**src/hdl/cpuPkg.sv**
```systemverilog
package cpuPkg;

  // ********************************************************************
  // Instruction encoding
  // ********************************************************************

  typedef enum logic [3:0] {
    opAdd = 4'h0,
    opSub = 4'h1,
    opAnd = 4'h2,
    opNor = 4'h3,
    opLw  = 4'h8,
    opSw  = 4'h9,
    opLlb = 4'hA,
    opB   = 4'hC,
    opHlt = 4'hF
  } opcodeT;

  // Branch conditions on the Z, N and V flags
  typedef enum logic [2:0] {
    condNe     = 3'd0,
    condEq     = 3'd1,
    condGt     = 3'd2,
    condLt     = 3'd3,
    condGe     = 3'd4,
    condLe     = 3'd5,
    condOv     = 3'd6,
    condAlways = 3'd7
  } condT;

  typedef struct packed {
    opcodeT     opcode;
    logic [3:0] rd;
    logic [3:0] rs;
    logic [3:0] rt;
  } rFmtT;

  typedef struct packed {
    opcodeT     opcode;
    logic [3:0] rd;
    logic [7:0] imm8;
  } iFmtT;

  // Memory ops use rt as load destination or store source
  typedef struct packed {
    opcodeT     opcode;
    logic [3:0] rt;
    logic [3:0] rs;
    logic [3:0] off4;
  } mFmtT;

  typedef struct packed {
    opcodeT     opcode;
    condT       cond3;
    logic [8:0] off9;
  } bFmtT;

  typedef union packed {
    rFmtT rFmt;
    iFmtT iFmt;
    mFmtT mFmt;
    bFmtT bFmt;
  } instrU;

  // ********************************************************************
  // Pipeline registers
  // ********************************************************************

  typedef struct packed {
    logic [15:0] instr;
    logic [15:0] pcPlus1;
    logic        valid;
  } ifIdT;

  typedef struct packed {
    logic [15:0] opA;
    logic [15:0] opB;
    logic [3:0]  srcA;
    logic [3:0]  srcB;
    logic [3:0]  dst;
    logic [15:0] imm;
    opcodeT      aluOp;
    logic        regWe;
    logic        memRe;
    logic        memWe;
    logic        isBranch;
    logic        isHalt;
    logic        setsAllFlags;
    logic        setsZero;
    condT        cond;
    logic [15:0] pcPlus1;
    logic        valid;
  } idExT;

  typedef struct packed {
    logic [15:0] result;
    logic [15:0] storeData;
    logic [3:0]  storeSrc;
    logic [3:0]  dst;
    logic        regWe;
    logic        memRe;
    logic        memWe;
    logic        isHalt;
    logic        valid;
  } exMemT;

  typedef struct packed {
    logic [15:0] data;
    logic [3:0]  dst;
    logic        regWe;
    logic        isHalt;
  } memWbT;

  typedef struct packed {
    logic [3:0]  regNum;
    logic [15:0] value;
  } retireT;

endpackage

```
**src/hdl/hazardUnit.sv**
```systemverilog
`timescale 1ns/1ps

module hazardUnit (
  input  logic         clk,
  input  logic         rst_n,
  input  cpuPkg::idExT idEx,
  input  logic [3:0]   idSrcA,
  input  logic [3:0]   idSrcB,
  input  logic         branchTaken,
  input  logic         hlt,
  output logic         stall,
  output logic         flush,
  output logic         halted
);

  logic haltInEx;
  logic haltSeen;

  // Load-use pair gets one bubble
  assign stall = idEx.valid && idEx.memRe && (idEx.dst != 4'd0) &&
                 ((idEx.dst == idSrcA) || (idEx.dst == idSrcB));

  assign haltInEx = idEx.valid && idEx.isHalt;

  // Squash anything younger than a taken branch or a HLT
  assign flush = branchTaken || haltInEx || halted;

  // Sticky once HLT reaches WB
  always_ff @(posedge clk or negedge rst_n) begin
    if (!rst_n) begin
      haltSeen <= 1'b0;
    end else if (hlt) begin
      haltSeen <= 1'b1;
    end
  end

  assign halted = hlt || haltSeen;

  assert property (@(posedge clk) disable iff (!rst_n) stall |=> !stall)
    else $error("load-use stall held longer than one cycle");

endmodule

```
**config.mk**
```make
export PLATFORM = sky130hd
export DESIGN_NAME = hazardUnit
export DESIGN_NICKNAME = d
export VERILOG_FILES = /design/src/hdl/cpuPkg.sv /design/src/hdl/hazardUnit.sv
export SDC_FILE = /design/constraint.sdc
export NUM_CORES = 1
export LEC_CHECK = 0
export ABC_AREA = 1
export BUFFER_PORTS_ARGS = -buffer_cell sky130_fd_sc_hd__buf_2
export CAP_MARGIN = 20
export CORE_AREA = 2 2 45 47
export CTS_CLUSTER_SIZE = 8
export DETAILED_ROUTE_END_ITERATION = 7
export DIE_AREA = 0 0 47 49
export GPL_ROUTABILITY_DRIVEN = 0
export GPL_TIMING_DRIVEN = 0
export PLACE_DENSITY = 0.83
export REMOVE_ABC_BUFFERS = 1
export SLEW_MARGIN = 10
export SYNTH_ARGS = -nofsm -noshare
export SYNTH_HDL_FRONTEND = slang
export SYNTH_SLANG_ARGS = --single-unit
```
**constraint.sdc**
```tcl
create_clock -name clk -period 0.9 [get_ports clk]
set_input_delay 0.135 -clock clk [delete_from_list [all_inputs] [get_ports clk]]
set_output_delay 0.135 -clock clk [all_outputs]
set_load 0.01 [all_outputs]
```
Word-level counts from Yosys, hierarchy flattened
Index checks and enable logic that the tools add are counted.
Widths: inputs -> output; s select.
- add/subtract/negate cells: 0
- multipliers: 0
- divide/modulo/power cells: 0
- order comparisons: 0
- equal/unequal tests: 2
- shift operators: 0
- multiplexer cells: 0
- bitwise logic cells: 0
- reduce and logical (&&, ||, !) cells: 9
- operators with widths (kind ; number):
    $eq 4x4->1 ; 2
    $logic_and 1x1->1 ; 4
    $logic_or 1x1->1 ; 4
    $reduce_bool 4->1 ; 1
- bits in registers: 1
- bits in latches: 0
- bits in writable memories: 0
- memory bits (read-only): 0
- input bits: 103
- output and inout bits: 3
- memories kept: 0

Logic depth before layout (Yosys ltp)
Gate-level depths: netlist of the first run.
- depth in word-level cells: 3
- mapped depth: 6

Worst setup path before layout of the first run
OpenSTA, ideal clock, no wires.
- kind: reg2out
- start point: register haltSeen
- end point: output port flush
- arrival: 0.597 ns
- setup slack: 0.168 ns
- cell stages (with the launch flop): 3
- buffers on the path: 0
- path through: dfrtp_1 nor2_1 nand2_1
- word-level cells in the longest chain between the ends: 2
- ends and longest elaborated chain (what ; line ; text):
    start, declared ; hazardUnit.sv:17 ; logic haltSeen;
    start signal, assigned ; hazardUnit.sv:31 ; haltSeen <= 1'b0;
    start signal, assigned ; hazardUnit.sv:33 ; haltSeen <= 1'b1;
    $logic_or 1x1->1 ; hazardUnit.sv:37 ; assign halted = hlt || haltSeen;
    $logic_or 1x1->1 ; hazardUnit.sv:26 ; assign flush = branchTaken || haltInEx || halted;
    end, declared ; hazardUnit.sv:12 ; output logic flush,
No other way between the ends.

Worst setup path in the final report of the first run
- start point: input port idEx[49] in the netlist's numbering
- end point: output port stall
- word-level cells in the longest chain between the ends: 3
- elaborated cells between the ends (all ways): 6
- ends and longest elaborated chain (what ; line ; text):
    start, declared ; hazardUnit.sv:6 ; input cpuPkg::idExT idEx,
    $eq 4x4->1 or $reduce_bool 4->1 (tied branches) ; hazardUnit.sv:21, hazardUnit.sv:20 ;
    $logic_or 1x1->1 or $logic_and 1x1->1 (tied branches) ; hazardUnit.sv:21, hazardUnit.sv:20 ;
    $logic_and 1x1->1 (*) ; hazardUnit.sv:20 ; assign stall = idEx.valid && idEx.memRe && (idEx.dst != 4'd0) &&
    end, declared ; hazardUnit.sv:11 ; output logic stall,
Mark *: on every way between the ends. The rest lies on a longest branch, timed or not.

==> metrics.log, run 1 <==
[metrics] Worst Hold Class: in -> reg
[metrics] detailed-route DRC error count: 0
[metrics] Critical Setup Path Class: in -> out
[metrics] Worst R2R Path Depth: 2
[metrics] final setup violation count: 0
[metrics] post-synthesis area per instance: ~4.5 um2
[metrics] worst-path fanout max: 3
[metrics] skew final: 0 ns
[metrics] startpoint of the lowest-slack hold path: hlt
[metrics] Std-Cell Rows: 16
[metrics] per-cell routed wire length: 6.68 um
[metrics] R2R Path End: haltSeen
[metrics] maximum operating frequency: 1110 MHz
[metrics] clock-pin transition on the worst setup and hold timing paths: 0 ns
[metrics] final layout net count: 178
[metrics] count of buffers inserted at the top-level ports: 21
[metrics] area added between synthesis and finish: 97.8%
[metrics] via density per instance: ~3.5
[metrics] antenna viol nets, final: 0
[metrics] DPL Wire Length: 563 um
[metrics] number of storage elements in the synthesis netlist: 1
[metrics] layout filler cell count: between 200 and 250
[metrics] CP top delay family: simple AND/OR/NAND/NOR gates
[metrics] GRT Resource Usage Total: 0.0568
[metrics] ordered cell list for the critical path: buf_8 -> inv_4 -> nand2_2 -> nand2_2 -> nor2_2 -> nand2_1 -> a21oi_2 -> buf_2
[metrics] normalized max-slew margin: 0.920
[metrics] number of maximum-capacitance violations: 0
[metrics] final worst path period share: 0.998
[metrics] leading post-synthesis cells by cell area: sky130_fd_sc_hd__nand2_1, sky130_fd_sc_hd__inv_1, sky130_fd_sc_hd__dfrtp_1
[metrics] leftover overflow at the end of global routing: 0
[metrics] PwrDens: 438 nW/um2
[metrics] latest clock arrival within the worst-skew pair: 0 ns
[metrics] outcome: completed
[metrics] share of synthesized area occupied by flip-flops and latches: 0.110
[metrics] number of instances in the synthesized netlist: 51
[metrics] number of hold-slack violations in the final timing report: 0
[metrics] final hold slack: 0.340 ns
[metrics] Largest register FFs: 1
[metrics] Reg with most FFs: haltSeen
[metrics] total I/O pin count: approximately 110
[metrics] DRT iter0 DRCs: 4
[metrics] initial standard-cell utilization of the core: 0.124
[metrics] x dimension of the die: 47 um
[metrics] cell mode on critical path: sky130_fd_sc_hd__nand2_2
[metrics] unrepaired setup endpoints after global routing: true
[metrics] CP startpoint: idEx[49]
[metrics] antenna fix cells: 0
[metrics] cell leakage power: approximately 0.26 nW
[metrics] synthesis warning total: 0
[metrics] area of the multi-input gates: 168 um2
[metrics] worst hold endpoint: haltSeen
[metrics] core box area: 1840 um2
[metrics] post-synthesis cell type with the largest combined area: sky130_fd_sc_hd__nand2_1
[metrics] area enclosed by the die boundary: between 2000 and 2500 um2
[metrics] crit path max-delay cell type: sky130_fd_sc_hd__buf_2
[metrics] via count of the first global-routing pass: 275
[metrics] y dimension of the die: approximately 49 um
[metrics] element type at the critical path start: primary input
[metrics] pin count of the biggest net entering global routing: 4
[metrics] number of cells on the worst hold path: 3
[metrics] CP arrival: 0.76 ns
[metrics] Critical Path End Type: primary output
[metrics] worst ir drop on vdd: 0.242 mV
[metrics] post-layout utilization of the core: 0.245
[metrics] startpoint of the worst-slack reg-to-reg timing path: haltSeen
[metrics] clock period minus final worst setup slack: 0.898 ns
[metrics] synthesized area: 228 um2
[metrics] Buffers & Inverters on Critical Path: 3
[metrics] fraction of layout cells with a size suffix above 1: 0.479
[metrics] fraction of post-synthesis cell area in the top cell type by area: 0.412
[metrics] required time worst endpoint: 0.76 ns
[metrics] global-route wire length before repair: 1060 um
[metrics] count of different cell masters after synthesis: 10
[metrics] wire length after detailed routing: 668 um
[metrics] First-pass DRT Iterations: 4
[metrics] top flop regs: haltSeen x1
[metrics] CP peak stage delay: 0.13 ns
[metrics] minimum setup slack among reg-to-reg paths: 0.24 ns
[metrics] number of antenna violations at the first check in global routing: 0
[metrics] total number of vias: around 350
[metrics] Max Slew Vio Count: 0
[metrics] Seq. cell area: between 20 and 30 um2
[metrics] measured slew at the worst slew-check pin: about 0.12 ns
[power breakdown]
part	switching, W	internal (W)
registers	0.0000000000000000000453	0.0000458
logic	0.0000676	0.0000837
clock network	0	0
total	0.0000676	0.000130
[placed cells by master (no fill, tap or decap)]
| master | n |
|---|---|
| sky130_fd_sc_hd__dfrtp_1 | 1 |
| sky130_fd_sc_hd__buf_8 | 2 |
| sky130_fd_sc_hd__inv_2 | 2 |
| sky130_fd_sc_hd__nor2_1 | 3 |
| sky130_fd_sc_hd__inv_1 | 10 |
| sky130_fd_sc_hd__buf_6 | 5 |
| sky130_fd_sc_hd__nand2_2 | 7 |
| sky130_fd_sc_hd__nand4_1 | 1 |
| sky130_fd_sc_hd__a21oi_2 | 1 |
| sky130_fd_sc_hd__nand3_1 | 1 |
| sky130_fd_sc_hd__buf_2 | 14 |
| sky130_fd_sc_hd__dlygate4sd3_1 | 1 |
| sky130_fd_sc_hd__nand2_1 | 20 |
| sky130_fd_sc_hd__a21oi_1 | 1 |
| sky130_fd_sc_hd__nor2_2 | 2 |
| sky130_fd_sc_hd__inv_4 | 2 |
[worst min-delay path, delay by kind of cell]
family | cells | cell delay [ns]
buf+inv | 2 | 0.13
simple gates | 1 | 0.04
[cell type report]
| class | instances | area share |
|---|---|---|
| Timing Repair Buffer | 22 | 0.369 |
| Multi-Input combinational cell | 36 | 0.372 |
| Sequential cell | 1 | 0.0556 |
| Tap cell | 27 | 0.0750 |
| Inverter | 14 | 0.128 |
[metrics by stage]
step                      total power (W)  worst slack, ns  cell area [um2]  setup TNS, ns  std cells
final                            0.000197          0.00202              450              0        100
after detailed placement         0.000159          -0.0434              367        -0.0434         99
after CTS                        0.000175         -0.00289              402       -0.00289        100
after global routing             0.000216          -0.0752              450        -0.0878        100
after global placement           0.000157          -0.0515              367        -0.0515         99
after floorplan                  0.000102            0.168              228              0         51
[per-layer routing]
layer  global-route usage  share of wire  vias to the layer above
met3                    0          0.063                        0
met1               0.0757           0.39                      147
li1                     -              -                      189
met2                0.105           0.55                       11
met4                    0              0                        0
met5                    0              0                        -
[how the worst max path moves through the flow]
stage | to | depth (start not counted)
global route | stall | 8
detailed placement | stall | 8
floorplan | flush | 2
finish | stall | 8
global placement | stall | 8
CTS | stall | 8
[logic make-up after synthesis]
| group | share of synthesized area |
|---|---|
| AO/OA/AOI/OAI | 0.0604 |
| flip-flops | 0.110 |
| buffers and inverters | 0.231 |
| AND/OR/NAND/NOR | 0.599 |
[cells in the mapped netlist, drive strengths merged]
| cell | instances |
|---|---|
| nand2 | 27 |
| inv | 14 |
| nor2 | 5 |
| a21oi | 2 |
| dfrtp | 1 |
| nand3 | 1 |
| nand4 | 1 |
[what timing repair did]
item | CTS | global route
gates resized for setup | 6 | 14
pin swaps | 5 | 9
hold buffers | 1 | 0
buffers inserted | 0 | 0
hold endpoints to repair | 1 | 0
endpoints found under the setup margin | 1 | 3
Power figures use the tool's default switching activity.
==> inputs of run 2 (changes only) <==
- SETUP_SLACK_MARGIN: unset -> 0.1
==> run 2 against run 1 <==
Effect of this change: the flow now finishes with violations (setup timing); critical path depth did not move; register-to-register slack improved by 0.03 ns; power rose by 0.59%; worst setup slack got worse by 0.0022 ns; cell area rose by 1.1%.
==> metrics.log, run 2 (same netlist as run 1, synthesis figures left out) <==
[metrics] outcome: complete, but fails checks
[metrics] failing checks: setup timing
[metrics] clock period minus final worst setup slack: 0.900 ns
[metrics] top flop regs: haltSeen x1
[metrics] number of hold-slack violations in the final timing report: 0
[metrics] number of maximum-capacitance violations: 0
[metrics] Critical Setup Path Class: in -> out
[metrics] total number of vias: 347
[metrics] most frequent standard cell in the layout excluding fill and tap cells: sky130_fd_sc_hd__nand2_1
[metrics] cell leakage power: 0.261 nW
[metrics] number of antenna violations at the first check in global routing: 0
[metrics] required time worst endpoint: 0.76 ns
[metrics] PwrDens: 435 nW/um2
[metrics] post-placement cell area: ~370 um2
[metrics] DPL Wire Length: 563 um
[metrics] core box area: between 1500 and 2000 um2
[metrics] pin count of the biggest net entering global routing: 4
[metrics] maximum operating frequency: between 1000 and 1500 MHz
[metrics] worst-path fanout max: 3
[metrics] detailed-route DRC error count: 0
[metrics] Pwr Total: 0.000198 W
[metrics] CP peak stage delay: 0.13 ns
[metrics] antenna viol nets, final: 0
[metrics] layout filler cell count: 237
[metrics] First-pass DRT Iterations: 4
[metrics] final setup violation count: 1
[metrics] antenna fix cells: 0
[metrics] latest clock arrival within the worst-skew pair: 0 ns
[metrics] measured slew at the worst slew-check pin: 0.107 ns
[metrics] leftover overflow at the end of global routing: 0
[metrics] fraction of layout cells with a size suffix above 1: 0.479
[metrics] routing layer with the top usage in global route: met2
[metrics] normalized max-slew margin: 0.929
[metrics] ordered cell list for the critical path: buf_8 -> inv_4 -> nand2_2 -> nand2_2 -> nor2_2 -> nand2_1 -> a21oi_2 -> buf_2
[metrics] CP arrival: around 0.77 ns
[metrics] x dimension of the die: 47 um
[metrics] per-cell routed wire length: just under 7 um
[metrics] Post-Layout Inst Area: 455 um2
[metrics] Critical Path End Type: primary output
[metrics] total I/O pin count: 106
[metrics] crit path max-delay cell type: sky130_fd_sc_hd__buf_2
[metrics] Max Slew Vio Count: 0
[metrics] Reg with most FFs: haltSeen
[metrics] count of buffers inserted at the top-level ports: 21
[metrics] met2 track demand over resource in global routing: 0.112
[metrics] GRT Resource Usage Total: 0.0604
[metrics] sum of negative setup slack: -0.000174 ns
[metrics] final layout net count: between 150 and 200
[metrics] clock-pin transition on the worst setup and hold timing paths: 0 ns
[metrics] skew final: 0 ns
[metrics] via count of the first global-routing pass: 282
[metrics] area enclosed by the die boundary: 2300 um2
[metrics] area added between synthesis and finish: 100%
[metrics] count of buffers added by post-CTS timing repair for setup: 0
[metrics] unrepaired setup endpoints after global routing: true
[metrics] DRT iter0 DRCs: 4
[metrics] Worst Hold Class: in -> reg
[metrics] y dimension of the die: roughly 50 um
[metrics] wire length after detailed routing: 673 um
[metrics] leading cell types in the layout, fill and taps excluded: sky130_fd_sc_hd__nand2_1, sky130_fd_sc_hd__buf_2, sky130_fd_sc_hd__inv_1, sky130_fd_sc_hd__nand2_2, sky130_fd_sc_hd__buf_6
[metrics] global-route wire length before repair: 1120 um
[metrics] via density per instance: approximately 3.5
[metrics] Std-Cell Rows: 16
[metrics] GR met1 Demand/Resource: 0.0802
[metrics] worst ir drop on vdd: about 0.24 mV
[metrics] element type at the critical path start: primary input
[metrics] final hold slack: 0.365 ns
[metrics] least setup slack across all paths after layout: -0.000174 ns
[metrics] initial standard-cell utilization of the core: 0.124
[metrics] final worst path period share: 1.00
[metrics] met3 track demand over resource: 0
[metrics] cell mode on critical path: sky130_fd_sc_hd__nand2_2
[metrics] Largest register FFs: 1
[run 2: area by class of cell]
type	count	area (um2)	area share
Timing Repair Buffer	22	166	0.365
Multi-Input combinational cell	36	173	0.379
Tap cell	27	33.8	0.0742
Inverter	14	57.6	0.126
Sequential cell	1	25.0	0.0549
[run 2: final timing paths]
path                       depth (start not counted)  endpoint  slack [ns]      from
min reg2reg                                        2  haltSeen        0.47  haltSeen
max reg2reg                                        2  haltSeen        0.27  haltSeen
min in group asynchronous                          2  haltSeen        0.45     rst_n
min                                                3  haltSeen        0.36       hlt
max in group asynchronous                          2  haltSeen        0.36     rst_n
max                                                8     stall     -0.0002  idEx[49]
[run 2: metrics by stage]
| stage | setup slack, ns | std cells | util |
|---|---|---|---|
| 3_5_place_dp | -0.0434 | 99 | 0.199 |
| 5_1_grt | -0.0752 | 100 | 0.247 |
| 4_1_cts | -0.00289 | 100 | 0.219 |
| 6_report | -0.000174 | 100 | 0.247 |
| 2_1_floorplan | 0.168 | 51 | - |
| 3_3_place_gp | -0.0515 | 99 | 0.199 |
[run 2: metal layers]
metal,share of wire,wire (um)
met1,0.39,263
met2,0.55,367
met3,0.062,42
met4,0,0
met5,0,0
[run 2: repair_timing]
| item | 4_1_cts | 5_1_grt |
|---|---|---|
| hold buffers | 1 | 0 |
| hold endpoints to repair | 1 | 0 |
| gates resized for setup | 7 | 14 |
| pin swaps | 6 | 9 |
| setup endpoints to repair | 3 | 3 |
[run 2: power breakdown]
part | internal (W) | switching, W | leakage (nW)
Sequential | 0.0000458 | 0.0000000000000000000824 | 0.00875
Combinational | 0.0000838 | 0.0000687 | 0.252
Clock | 0 | 0 | 0
Total | 0.000130 | 0.0000687 | 0.261
[run 2: critical path: cells and delay by family]
kind	cells	cell delay (ns)
AOI/OAI and AO/OA	1	0.12
buffers and inverters	3	0.24
and+or+nand+nor	4	0.26
